File: src/verilog/c16_glue_pkg.sv
package c16_glue_pkg;

	// ----------------------------------------------------------------------
	// widths and memory map
	// ----------------------------------------------------------------------

	localparam int IOCTL_ADDR_W = 25;
	localparam int SDRAM_ADDR_W = 24;

	localparam logic [IOCTL_ADDR_W-1:0] ROM_MEM_START     = 25'h10000;
	localparam logic [IOCTL_ADDR_W-1:0] TAP_MEM_START     = 25'h20000;
	// index 0 images carry the 1541 ROM in the first 16k
	localparam logic [IOCTL_ADDR_W-1:0] KERNAL_ROM_OFFSET = 25'h04000;

	// download indices sent by the io controller
	localparam logic [7:0] IDX_ROM    = 8'h00;
	localparam logic [7:0] IDX_PRG    = 8'h01;
	localparam logic [7:0] IDX_KERNAL = 8'h03;
	localparam logic [7:0] IDX_TAP    = 8'h41;

	localparam int unsigned RESET_LONG_CYCLES  = 28_000_000;
	localparam int unsigned RESET_SHORT_CYCLES = 65_536;

	// basic end pointers patched after a prg injection
	localparam logic [15:0] ZP_END_PTR_ADDR [4] = '{16'h002d, 16'h002f, 16'h0031, 16'h009d};

	// bit positions in the menu status word
	localparam int STAT_REBOOT    = 0;
	localparam int STAT_MEM16K    = 4;
	localparam int STAT_OSD_RESET = 5;
	localparam int STAT_SID_LO    = 8;

	// ----------------------------------------------------------------------
	// bundles
	// ----------------------------------------------------------------------

	typedef struct packed {
		logic       memory_16k;
		logic       reboot;
		logic       osd_reset;
		logic [1:0] sid_type;
	} osd_cfg_t;

	typedef struct packed {
		logic        ras;
		logic        cas;
		logic        rw;
		logic [7:0]  a;
		logic [7:0]  dout;
		logic        basic_sel;
		logic        kernal_sel;
		logic [13:0] rom_addr;
		logic [3:0]  rom_sel;
	} c16_bus_t;

	typedef struct packed {
		logic                    downloading;
		logic [7:0]              index;
		logic                    wr;
		logic [IOCTL_ADDR_W-1:0] addr;
		logic [7:0]              data;
	} ioctl_t;

	typedef struct packed {
		logic [SDRAM_ADDR_W-1:0] addr;
		logic [15:0]             din;
		logic                    we;
		logic                    oe;
		logic [1:0]              ds;
	} sdram_req_t;

	typedef struct packed {
		logic [13:0] addr;
		logic [7:0]  data;
		logic        kernal_wr;
		logic        basic_wr;
	} rom_dl_t;

	typedef enum logic [1:0] {
		NONE,
		ROM,
		PRG,
		TAP
	} dl_kind_t;

endpackage

File: src/verilog/osd_config.sv
`timescale 1ns/1ns

module osd_config (
	input  logic                   clk28,
	input  logic                   pll_locked,
	input  logic [31:0]            status_i,
	input  logic                   button_reset_i,
	output c16_glue_pkg::osd_cfg_t cfg_o,
	output logic                   long_req_o,
	output logic                   short_req_o
);

	logic last_mem16k;

	always_ff @(posedge clk28 or negedge pll_locked) begin
		if (!pll_locked) begin
			cfg_o       <= '0;
			last_mem16k <= 1'b0;
		end else begin
			cfg_o.reboot     <= status_i[c16_glue_pkg::STAT_REBOOT];
			cfg_o.memory_16k <= status_i[c16_glue_pkg::STAT_MEM16K];
			cfg_o.osd_reset  <= status_i[c16_glue_pkg::STAT_OSD_RESET];
			cfg_o.sid_type   <= status_i[c16_glue_pkg::STAT_SID_LO +: 2];
			last_mem16k      <= cfg_o.memory_16k;
		end
	end

	// io controller reboot asks for the long reset
	assign long_req_o = cfg_o.reboot;

	// a new memory map needs a fresh start of the core
	assign short_req_o = button_reset_i || cfg_o.osd_reset ||
		(cfg_o.memory_16k != last_mem16k);

endmodule

File: src/verilog/reset_ctrl.sv
`timescale 1ns/1ns

module reset_ctrl #(
	parameter int unsigned LONG_CYCLES  = c16_glue_pkg::RESET_LONG_CYCLES,
	parameter int unsigned SHORT_CYCLES = c16_glue_pkg::RESET_SHORT_CYCLES
) (
	input  logic clk28,
	input  logic pll_locked,
	input  logic long_req_i,
	input  logic short_req_i,
	input  logic rom_download_i,
	output logic reset_o
);

	logic [31:0] reset_cnt;

	always_ff @(posedge clk28 or negedge pll_locked) begin
		if (!pll_locked) begin
			// long reset on power up
			reset_cnt <= LONG_CYCLES;
		end else if (long_req_i) begin
			reset_cnt <= LONG_CYCLES;
		end else if (short_req_i || rom_download_i) begin
			// each rom byte keeps the core held until the image is complete
			reset_cnt <= SHORT_CYCLES;
		end else if (reset_cnt != 32'd0) begin
			reset_cnt <= reset_cnt - 32'd1;
		end
	end

	assign reset_o = (reset_cnt != 32'd0);

endmodule

File: src/verilog/bus_phase.sv
`timescale 1ns/1ns

module bus_phase (
	input  logic                   clk28,
	input  c16_glue_pkg::c16_bus_t c16_bus_i,
	output logic                   clkref_o,
	output logic [15:0]            cpu_addr_o,
	output logic                   cas_wr_stb_o
);

	logic [3:0] clkdiv;
	logic       ras_d;
	logic       cas_d;
	logic       ras_fall;
	logic       cas_fall;

	assign ras_fall = ras_d && !c16_bus_i.ras;
	assign cas_fall = cas_d && !c16_bus_i.cas;

	// upper half of the divider is the c16 slot
	assign clkref_o = clkdiv[3];

	// slot divider restarts on every row strobe of the core
	always_ff @(posedge clk28) begin
		ras_d <= c16_bus_i.ras;
		cas_d <= c16_bus_i.cas;
		if (ras_fall) begin
			clkdiv <= 4'd0;
		end else begin
			clkdiv <= clkdiv + 4'd1;
		end
		// address is settled one cycle after the column strobe
		cas_wr_stb_o <= cas_fall;
	end

	// row address first, then column address on the multiplexed bus
	always_ff @(posedge clk28) begin
		if (ras_fall) begin
			cpu_addr_o[7:0] <= c16_bus_i.a;
		end
		if (cas_fall) begin
			cpu_addr_o[15:8] <= c16_bus_i.a;
		end
	end

	a_cas_in_ras: assert property (@(posedge clk28) cas_fall |-> !c16_bus_i.ras)
		else $error("column strobe fell outside a row cycle");

endmodule

File: src/verilog/download_injector.sv
`timescale 1ns/1ns

module download_injector (
	input  logic                                  clk28,
	input  c16_glue_pkg::ioctl_t                  ioctl_i,
	input  logic                                  clkref_i,
	output c16_glue_pkg::dl_kind_t                dl_kind_o,
	output logic                                  io_wr_o,
	output logic [c16_glue_pkg::IOCTL_ADDR_W-1:0] io_wr_addr_o,
	output logic [7:0]                            io_wr_data_o,
	output logic                                  prg_done_o,
	output logic                                  rom_download_o,
	output c16_glue_pkg::rom_dl_t                 rom_dl_o,
	output logic                                  c16_wait_o
);

	logic       last_clkref;
	logic       slot_fall;
	logic       slot_rise;
	logic       wr_pend;
	logic       wr_q;
	logic [7:0] pend_data;
	logic       prg_d;
	logic       rom_base;
	logic       rom_store;

	always_comb begin
		dl_kind_o = c16_glue_pkg::NONE;
		if (ioctl_i.downloading) begin
			case (ioctl_i.index)
				c16_glue_pkg::IDX_ROM,
				c16_glue_pkg::IDX_KERNAL: dl_kind_o = c16_glue_pkg::ROM;
				c16_glue_pkg::IDX_PRG:    dl_kind_o = c16_glue_pkg::PRG;
				c16_glue_pkg::IDX_TAP:    dl_kind_o = c16_glue_pkg::TAP;
				default:                  dl_kind_o = c16_glue_pkg::NONE;
			endcase
		end
	end

	assign c16_wait_o = (dl_kind_o == c16_glue_pkg::ROM) || (dl_kind_o == c16_glue_pkg::PRG);

	assign slot_fall = last_clkref && !clkref_i;
	assign slot_rise = clkref_i && !last_clkref;

	// full images skip the 1541 part, kernal images start at zero
	assign rom_base = (ioctl_i.index == c16_glue_pkg::IDX_ROM &&
		ioctl_i.addr == c16_glue_pkg::KERNAL_ROM_OFFSET) ||
		(ioctl_i.index == c16_glue_pkg::IDX_KERNAL && ioctl_i.addr == '0);
	assign rom_store = (ioctl_i.index == c16_glue_pkg::IDX_ROM &&
		ioctl_i.addr[16:14] != 3'd0) ||
		ioctl_i.index == c16_glue_pkg::IDX_KERNAL;

	// ----------------------------------------------------------------------
	// sdram write during the io slot
	// ----------------------------------------------------------------------

	always_ff @(posedge clk28) begin
		last_clkref <= clkref_i;
		prg_d       <= (dl_kind_o == c16_glue_pkg::PRG);
		prg_done_o  <= prg_d && (dl_kind_o != c16_glue_pkg::PRG);

		if (slot_fall) begin
			wr_q    <= wr_pend;
			wr_pend <= 1'b0;
			if (wr_pend) begin
				io_wr_data_o <= pend_data;
			end
		end
		if (slot_rise) begin
			if (wr_q) begin
				io_wr_addr_o <= io_wr_addr_o + 25'd1;
			end
			wr_q <= 1'b0;
		end

		// a new byte waits here for the next io slot
		if (ioctl_i.wr) begin
			pend_data <= ioctl_i.data;
			case (dl_kind_o)
				c16_glue_pkg::PRG: begin
					// first two bytes hold the load address
					if (ioctl_i.addr == 25'd0) begin
						io_wr_addr_o[7:0] <= ioctl_i.data;
					end else if (ioctl_i.addr == 25'd1) begin
						io_wr_addr_o[24:8] <= {9'd0, ioctl_i.data};
					end else begin
						wr_pend <= 1'b1;
					end
				end
				c16_glue_pkg::TAP: begin
					if (ioctl_i.addr == 25'd0) begin
						io_wr_addr_o <= c16_glue_pkg::TAP_MEM_START;
					end
					wr_pend <= 1'b1;
				end
				c16_glue_pkg::ROM: begin
					if (rom_base) begin
						io_wr_addr_o <= c16_glue_pkg::ROM_MEM_START;
					end
					if (rom_store) begin
						wr_pend <= 1'b1;
					end
				end
				default: ;
			endcase
		end
	end

	assign io_wr_o = wr_q && !clkref_i;

	// ----------------------------------------------------------------------
	// rom load port of the core
	// ----------------------------------------------------------------------

	always_ff @(posedge clk28) begin
		rom_dl_o.kernal_wr <= 1'b0;
		rom_dl_o.basic_wr  <= 1'b0;
		if (ioctl_i.wr && dl_kind_o == c16_glue_pkg::ROM) begin
			rom_dl_o.addr      <= ioctl_i.addr[13:0];
			rom_dl_o.data      <= ioctl_i.data;
			rom_dl_o.kernal_wr <= ioctl_i.addr[16:14] == 3'd1 ||
				ioctl_i.index == c16_glue_pkg::IDX_KERNAL;
			rom_dl_o.basic_wr  <= ioctl_i.addr[16:14] == 3'd2 &&
				ioctl_i.index == c16_glue_pkg::IDX_ROM;
		end
	end

	assign rom_download_o = rom_dl_o.kernal_wr || rom_dl_o.basic_wr;

	a_byte_spacing: assert property (@(posedge clk28) ioctl_i.wr |-> !wr_pend)
		else $error("download byte arrived before the previous one was written");

endmodule

File: src/verilog/zp_shadow.sv
`timescale 1ns/1ns

module zp_shadow (
	input  logic        clk28,
	input  logic [15:0] cpu_addr_i,
	input  logic        cpu_rw_i,
	input  logic [7:0]  cpu_dout_i,
	input  logic        rom_access_i,
	input  logic        cas_wr_stb_i,
	input  logic        prg_done_i,
	input  logic [15:0] end_addr_i,
	output logic        zp_hit_o,
	output logic [7:0]  zp_data_o
);

	logic [15:0] ptr [4];
	logic [3:0]  sel_lo;
	logic [3:0]  sel_hi;

	// address decode and overlay read mux
	always_comb begin
		zp_data_o = 8'hff;
		for (int i = 0; i < 4; i++) begin
			sel_lo[i] = (cpu_addr_i == c16_glue_pkg::ZP_END_PTR_ADDR[i]);
			sel_hi[i] = (cpu_addr_i == c16_glue_pkg::ZP_END_PTR_ADDR[i] + 16'd1);
			if (sel_lo[i]) begin
				zp_data_o = ptr[i][7:0];
			end
			if (sel_hi[i]) begin
				zp_data_o = ptr[i][15:8];
			end
		end
	end

	assign zp_hit_o = !rom_access_i && (|sel_lo || |sel_hi);

	always_ff @(posedge clk28) begin
		if (prg_done_i) begin
			// end of basic program is one past the last injected byte
			for (int i = 0; i < 4; i++) begin
				ptr[i] <= end_addr_i + 16'd1;
			end
		end else if (cas_wr_stb_i && !cpu_rw_i) begin
			for (int i = 0; i < 4; i++) begin
				if (sel_lo[i]) begin
					ptr[i][7:0] <= cpu_dout_i;
				end
				if (sel_hi[i]) begin
					ptr[i][15:8] <= cpu_dout_i;
				end
			end
		end
	end

	a_dl_priority: assert property (@(posedge clk28)
		prg_done_i |-> !(cas_wr_stb_i && !cpu_rw_i && (|sel_lo || |sel_hi)))
		else $error("cpu write to an end pointer lost to the prg patch");

endmodule

File: src/verilog/sdram_arbiter.sv
`timescale 1ns/1ns

module sdram_arbiter (
	input  logic                                  clk28,
	input  logic                                  clkref_i,
	input  c16_glue_pkg::osd_cfg_t                cfg_i,
	input  c16_glue_pkg::c16_bus_t                c16_bus_i,
	input  logic [15:0]                           cpu_addr_i,
	input  logic                                  io_wr_i,
	input  logic [c16_glue_pkg::IOCTL_ADDR_W-1:0] io_wr_addr_i,
	input  logic [7:0]                            io_wr_data_i,
	input  c16_glue_pkg::dl_kind_t                dl_kind_i,
	input  logic                                  zp_hit_i,
	input  logic [7:0]                            zp_data_i,
	input  logic [15:0]                           sdram_dout_i,
	output c16_glue_pkg::sdram_req_t              sdram_req_o,
	output logic [7:0]                            c16_din_o,
	output logic                                  rom_access_o
);

	logic [1:0]  rom_bank;
	logic [15:0] ram_byte;
	logic [14:0] ram_word;
	logic        byte_hi;
	c16_glue_pkg::sdram_req_t req;

	assign rom_access_o = (!c16_bus_i.basic_sel || !c16_bus_i.kernal_sel) && c16_bus_i.rw;

	always_comb begin
		casez ({c16_bus_i.basic_sel, c16_bus_i.rom_sel})
			5'b1_00??: rom_bank = 2'd0;
			5'b0_??00: rom_bank = 2'd1;
			5'b0_??10: rom_bank = 2'd2;
			5'b1_10??: rom_bank = 2'd3;
			// cartridge banks are not backed by sdram
			default:   rom_bank = 2'd0;
		endcase
	end

	// prg bytes go through the same ram map as the cpu
	assign ram_byte = clkref_i ? cpu_addr_i : io_wr_addr_i[15:0];
	assign ram_word = cfg_i.memory_16k ?
		{1'b0, ram_byte[13:7], 1'b0, ram_byte[6:1]} : ram_byte[15:1];

	always_comb begin
		req     = '0;
		byte_hi = io_wr_addr_i[0];
		if (clkref_i) begin
			if (rom_access_o) begin
				req.addr = {8'd0, 1'b1, rom_bank, c16_bus_i.rom_addr[13:1]};
				byte_hi  = c16_bus_i.rom_addr[0];
			end else begin
				req.addr = {9'd0, ram_word};
				byte_hi  = cpu_addr_i[0];
			end
			req.din = {c16_bus_i.dout, c16_bus_i.dout};
			req.we  = !c16_bus_i.cas && !c16_bus_i.rw;
			req.oe  = (!c16_bus_i.cas && c16_bus_i.rw) || rom_access_o;
		end else begin
			if (dl_kind_i == c16_glue_pkg::PRG) begin
				req.addr = {9'd0, ram_word};
			end else begin
				req.addr = io_wr_addr_i[24:1];
			end
			req.din = {io_wr_data_i, io_wr_data_i};
			req.we  = io_wr_i;
		end
		req.ds = {byte_hi, !byte_hi};
	end

	always_ff @(posedge clk28) begin
		sdram_req_o <= req;
	end

	assign c16_din_o = zp_hit_i ? zp_data_i :
		(cpu_addr_i[0] ? sdram_dout_i[15:8] : sdram_dout_i[7:0]);

endmodule

File: src/verilog/c16_glue_top.sv
`timescale 1ns/1ns

module c16_glue_top #(
	parameter int unsigned LONG_CYCLES  = c16_glue_pkg::RESET_LONG_CYCLES,
	parameter int unsigned SHORT_CYCLES = c16_glue_pkg::RESET_SHORT_CYCLES
) (
	input  logic                     clk28,
	input  logic                     pll_locked,
	input  c16_glue_pkg::c16_bus_t   c16_bus_i,
	input  c16_glue_pkg::ioctl_t     ioctl_i,
	input  logic [31:0]              status_i,
	input  logic                     button_reset_i,
	input  logic [15:0]              sdram_dout_i,
	output c16_glue_pkg::sdram_req_t sdram_req_o,
	output logic [7:0]               c16_din_o,
	output logic                     c16_reset_o,
	output logic                     c16_wait_o,
	output c16_glue_pkg::rom_dl_t    rom_dl_o,
	output logic [1:0]               sid_type_o
);

	c16_glue_pkg::osd_cfg_t cfg;
	logic long_req;
	logic short_req;
	logic rom_download_stb;

	logic        clkref;
	logic [15:0] cpu_addr;
	logic        cas_wr_stb;

	c16_glue_pkg::dl_kind_t dl_kind;
	logic                                  io_wr;
	logic [c16_glue_pkg::IOCTL_ADDR_W-1:0] io_wr_addr;
	logic [7:0]                            io_wr_data;
	logic                                  prg_done;

	logic       zp_hit;
	logic [7:0] zp_data;
	logic       rom_access;

	assign sid_type_o = cfg.sid_type;

	// ----------------------------------------------------------------------
	// menu settings and reset
	// ----------------------------------------------------------------------

	osd_config u_osd_config (
		.clk28          (clk28),
		.pll_locked     (pll_locked),
		.status_i       (status_i),
		.button_reset_i (button_reset_i),
		.cfg_o          (cfg),
		.long_req_o     (long_req),
		.short_req_o    (short_req)
	);

	reset_ctrl #(
		.LONG_CYCLES  (LONG_CYCLES),
		.SHORT_CYCLES (SHORT_CYCLES)
	) u_reset_ctrl (
		.clk28          (clk28),
		.pll_locked     (pll_locked),
		.long_req_i     (long_req),
		.short_req_i    (short_req),
		.rom_download_i (rom_download_stb),
		.reset_o        (c16_reset_o)
	);

	// ----------------------------------------------------------------------
	// memory path
	// ----------------------------------------------------------------------

	bus_phase u_bus_phase (
		.clk28        (clk28),
		.c16_bus_i    (c16_bus_i),
		.clkref_o     (clkref),
		.cpu_addr_o   (cpu_addr),
		.cas_wr_stb_o (cas_wr_stb)
	);

	download_injector u_download_injector (
		.clk28          (clk28),
		.ioctl_i        (ioctl_i),
		.clkref_i       (clkref),
		.dl_kind_o      (dl_kind),
		.io_wr_o        (io_wr),
		.io_wr_addr_o   (io_wr_addr),
		.io_wr_data_o   (io_wr_data),
		.prg_done_o     (prg_done),
		.rom_download_o (rom_download_stb),
		.rom_dl_o       (rom_dl_o),
		.c16_wait_o     (c16_wait_o)
	);

	zp_shadow u_zp_shadow (
		.clk28        (clk28),
		.cpu_addr_i   (cpu_addr),
		.cpu_rw_i     (c16_bus_i.rw),
		.cpu_dout_i   (c16_bus_i.dout),
		.rom_access_i (rom_access),
		.cas_wr_stb_i (cas_wr_stb),
		.prg_done_i   (prg_done),
		// write pointer has already moved past the last prg byte
		.end_addr_i   (io_wr_addr[15:0] - 16'd1),
		.zp_hit_o     (zp_hit),
		.zp_data_o    (zp_data)
	);

	sdram_arbiter u_sdram_arbiter (
		.clk28        (clk28),
		.clkref_i     (clkref),
		.cfg_i        (cfg),
		.c16_bus_i    (c16_bus_i),
		.cpu_addr_i   (cpu_addr),
		.io_wr_i      (io_wr),
		.io_wr_addr_i (io_wr_addr),
		.io_wr_data_i (io_wr_data),
		.dl_kind_i    (dl_kind),
		.zp_hit_i     (zp_hit),
		.zp_data_i    (zp_data),
		.sdram_dout_i (sdram_dout_i),
		.sdram_req_o  (sdram_req_o),
		.c16_din_o    (c16_din_o),
		.rom_access_o (rom_access)
	);

endmodule

File: config.mk
export PLATFORM = sky130hd
export DESIGN_NAME = c16_glue_top
export DESIGN_NICKNAME = d
export VERILOG_FILES = /design/src/verilog/c16_glue_pkg.sv /design/src/verilog/osd_config.sv /design/src/verilog/reset_ctrl.sv /design/src/verilog/bus_phase.sv /design/src/verilog/download_injector.sv /design/src/verilog/zp_shadow.sv /design/src/verilog/sdram_arbiter.sv /design/src/verilog/c16_glue_top.sv
export SDC_FILE = /design/constraint.sdc
export NUM_CORES = 1
export LEC_CHECK = 0
export BUFFER_PORTS_ARGS = -buffer_cell sky130_fd_sc_hd__buf_2
export CORE_AREA = 2 2 139 154
export DETAILED_ROUTE_END_ITERATION = 16
export DIE_AREA = 0 0 141 156
export PLACE_DENSITY = 0.83
export SYNTH_ARGS = -nofsm -noshare
export SYNTH_HDL_FRONTEND = slang
export SYNTH_SLANG_ARGS = --single-unit
export TNS_END_PERCENT = 100
File: constraint.sdc
create_clock -name clk28 -period 5 [get_ports clk28]
set_input_delay 0.25 -clock clk28 [delete_from_list [all_inputs] [get_ports clk28]]
set_output_delay 0.25 -clock clk28 [all_outputs]
set_load 0.01 [all_outputs]
==> reports/metrics.csv <==
metric,value,unit
antenna_found_initial,1,
syn_inst,999,
cp.arrival,3.85,ns
post-route-util,0.6569,
hold_viol_final,0,
cts_made_buffers,25,
avgSynthCellArea,11.08,µm²
die_w,141,µm
path_class,register to output pin,
worstReg2RegStart,u_bus_phase.cpu_addr_o[8],
fillers,1508,
slew_violations,0,
h-tree-depth,1,
min_from,ioctl_i[7],
setup-violations-final,0,
syn2layout_area_growth,21.27,%
clock_sinks,231,
crit_family,simple AND/OR/NAND/NOR gates,
placed_cell_area,12130,µm²
period_share,0.8190,
outcome,finished clean,
core,20440,µm²
synth_top_area_frac,0.3200,
worst_pin_slew,1.180,ns
cts_resized,0,
firstDrtPassIters,5,
leakage,0.005046,µW
crit_path_cell_trace,nor3b_1 > nor4bb_1 > o21ai_0 > a222oi_1 > o31ai_1 > buf_2,
synth_area_leaders,"edfxtp_1, dfxtp_1, mux2_2, dfrtp_1, dfstp_2",
grt_max_degree,52,
fmax,0.2442,GHz
cp.required,4.75,ns
slowest_stage,nor4bb_1,
wl_per_cell,20.77,µm
clock-root-buffer,clkbuf_16,
async_reset_ff_frac,0.1645,
end_kind,output pin,
synth-seq-cells,231,
vias,9119,
critPathLaunch,u_bus_phase.cpu_addr_o[4],
dieArea,22000,µm²
clock_latency,0.52,ns
p_per_area,418.5,nW/µm²
critPathLaunchType,register,
clock_tree.buffer_depth,3,
place.gp.congestion,0.9577,
synth.most_common_cell,edfxtp_1,
postRouteAntennaNets,0,
drv_cap,0,
n_antenna_cell,0,
syn_area,11070,µm²
drt_iter0_markers,910,
path_clk_slew,0.06,ns
max_slew_margin,0.2025,
syn_nets,1140,
io_buffers,185,
die_h,156,µm
io_pins,213,
ys_warn_count,0,
viasPerCell,6.182,
grt_pass1_wl,47.64,mm
overflow,0,
rsz0062_at_grt,false,
yosysTopAreaCell,edfxtp_1,
stdcell_area,13430,µm²
initial_core_util,0.5417,
drc,0,
grt_use_total,0.2739,
grt_pass1_vias,9037,
synth_commonest_cells,"edfxtp_1, mux2_2, dfxtp_1",
hold_path_class,primary input to register,
dp_hpwl,20.99,mm
max_stage_delay,1.07,ns
path_buf_inv,1,
cts_hold_buffers,42,
rows,55,
final_layout_size_suffix_gt1_frac,0.2904,
skew,0.01359,ns
synth-seq-area-share,0.5429,
synth_flop_cell,edfxtp_1,
whs,0.01216,ns
wl,30.63,mm
post_cts_buffers,0,
synth_edf_count,118,
nets,1341,
peakVddDrop,0.0003479,V
synth_cell_types,73,
period_needed,4.095,ns
path_max_fanout,7,
cts_tree,yes,
setup_tns,0,ns
[logic make-up after synthesis]
logic type | after synthesis | share of synthesized area
xor+xnor | 39 | 0.03085
mux | 101 | 0.1003
buf+inv | 85 | 0.03300
fa+ha+maj | 8 | 0.009041
flops | 231 | 0.5429
simple gates | 353 | 0.1721
compound gates | 182 | 0.1118
[placed cells by master (no fill, tap or decap), types with 25 or more instances in the layout]
| cell type | n |
|---|---|
| dlygate4sd3_1 | 42 |
| nor2_1 | 64 |
| edfxtp_1 | 118 |
| nand2_1 | 72 |
| nor3_1 | 41 |
| dfrtp_1 | 26 |
| nand3_1 | 35 |
| buf_2 | 185 |
| o21ai_0 | 45 |
| mux2_2 | 80 |
| clkbuf_16 | 25 |
| dfxtp_1 | 74 |
[worst paths after layout]
check                                                 endpoint  depth (start not counted)  slack [ns]
max reg2reg                             u_zp_shadow.ptr[1][14]                          5        1.50
max in group asynchronous            u_reset_ctrl.reset_cnt[2]                          2        4.06
max                                               c16_din_o[4]                          6        0.90
min                            u_download_injector.rom_dl_o[9]                          1        0.01
min reg2reg                u_download_injector.io_wr_data_o[4]                          0        0.42
min in group asynchronous           u_reset_ctrl.reset_cnt[27]                          2        0.39
[per-stage QoR]
stage                     power [µW]  setup WS, ns  std cells
final                           5619        0.9050       1475
after global routing            5830        0.8155       1475
after CTS                       5614         1.062       1475
after detailed placement        3646         1.282       1387
after global placement          3611         1.354       1387
after floorplan                 3222         1.656        999
[state kept, by name (all words and copies together) (netlist names), 8 cells and up]
| signal | count |
|---|---|
| u_download_injector.pend_data | 8 |
| u_download_injector.io_wr_data_o | 8 |
| u_reset_ctrl.reset_cnt | 32 |
| u_sdram_arbiter.sdram_req_o | 36 |
| u_zp_shadow.ptr | 64 |
| u_download_injector.io_wr_addr_o | 25 |
| u_bus_phase.cpu_addr_o | 16 |
| u_download_injector.rom_dl_o | 24 |
[power by group]
part	total, µW	switching (µW)	internal [µW]	leakage, µW
clock	1940	736	1200	0.000421
combinational	1050	526	522	0.00246
sequential	2630	324	2310	0.00216
total	5620	1590	4030	0.00505
[area by class of cell]
| cell class | instances | area [µm²] | area share |
|---|---|---|---|
| clock buffers | 31 | 668.1 | 0.04976 |
| multi-input cells | 683 | 4711 | 0.3509 |
| clock inverters | 15 | 203.9 | 0.01519 |
| inverters | 20 | 75.07 | 0.005591 |
| repair buffers | 239 | 1436 | 0.1070 |
| flip-flops and latches | 231 | 6012 | 0.4478 |
| well taps | 256 | 320.3 | 0.02386 |
[worst register-to-register path: stages, from the launching register on]
cell and delay, ns:
edfxtp_1 0.40, or4_1 0.67, or4_1 0.81, nor3_4 0.41, nor3b_4 0.54, mux2_2 0.41
[routing by layer]
| metal | track usage | part of all wire |
|---|---|---|
| met2 | 0.4713 | 0.49 |
| met5 | 0 | 0.00042 |
| met3 | 0.04972 | 0.091 |
| met1 | 0.3559 | 0.40 |
| met4 | 0.08048 | 0.023 |
Note: power is estimated with default switching activity, not from simulation.
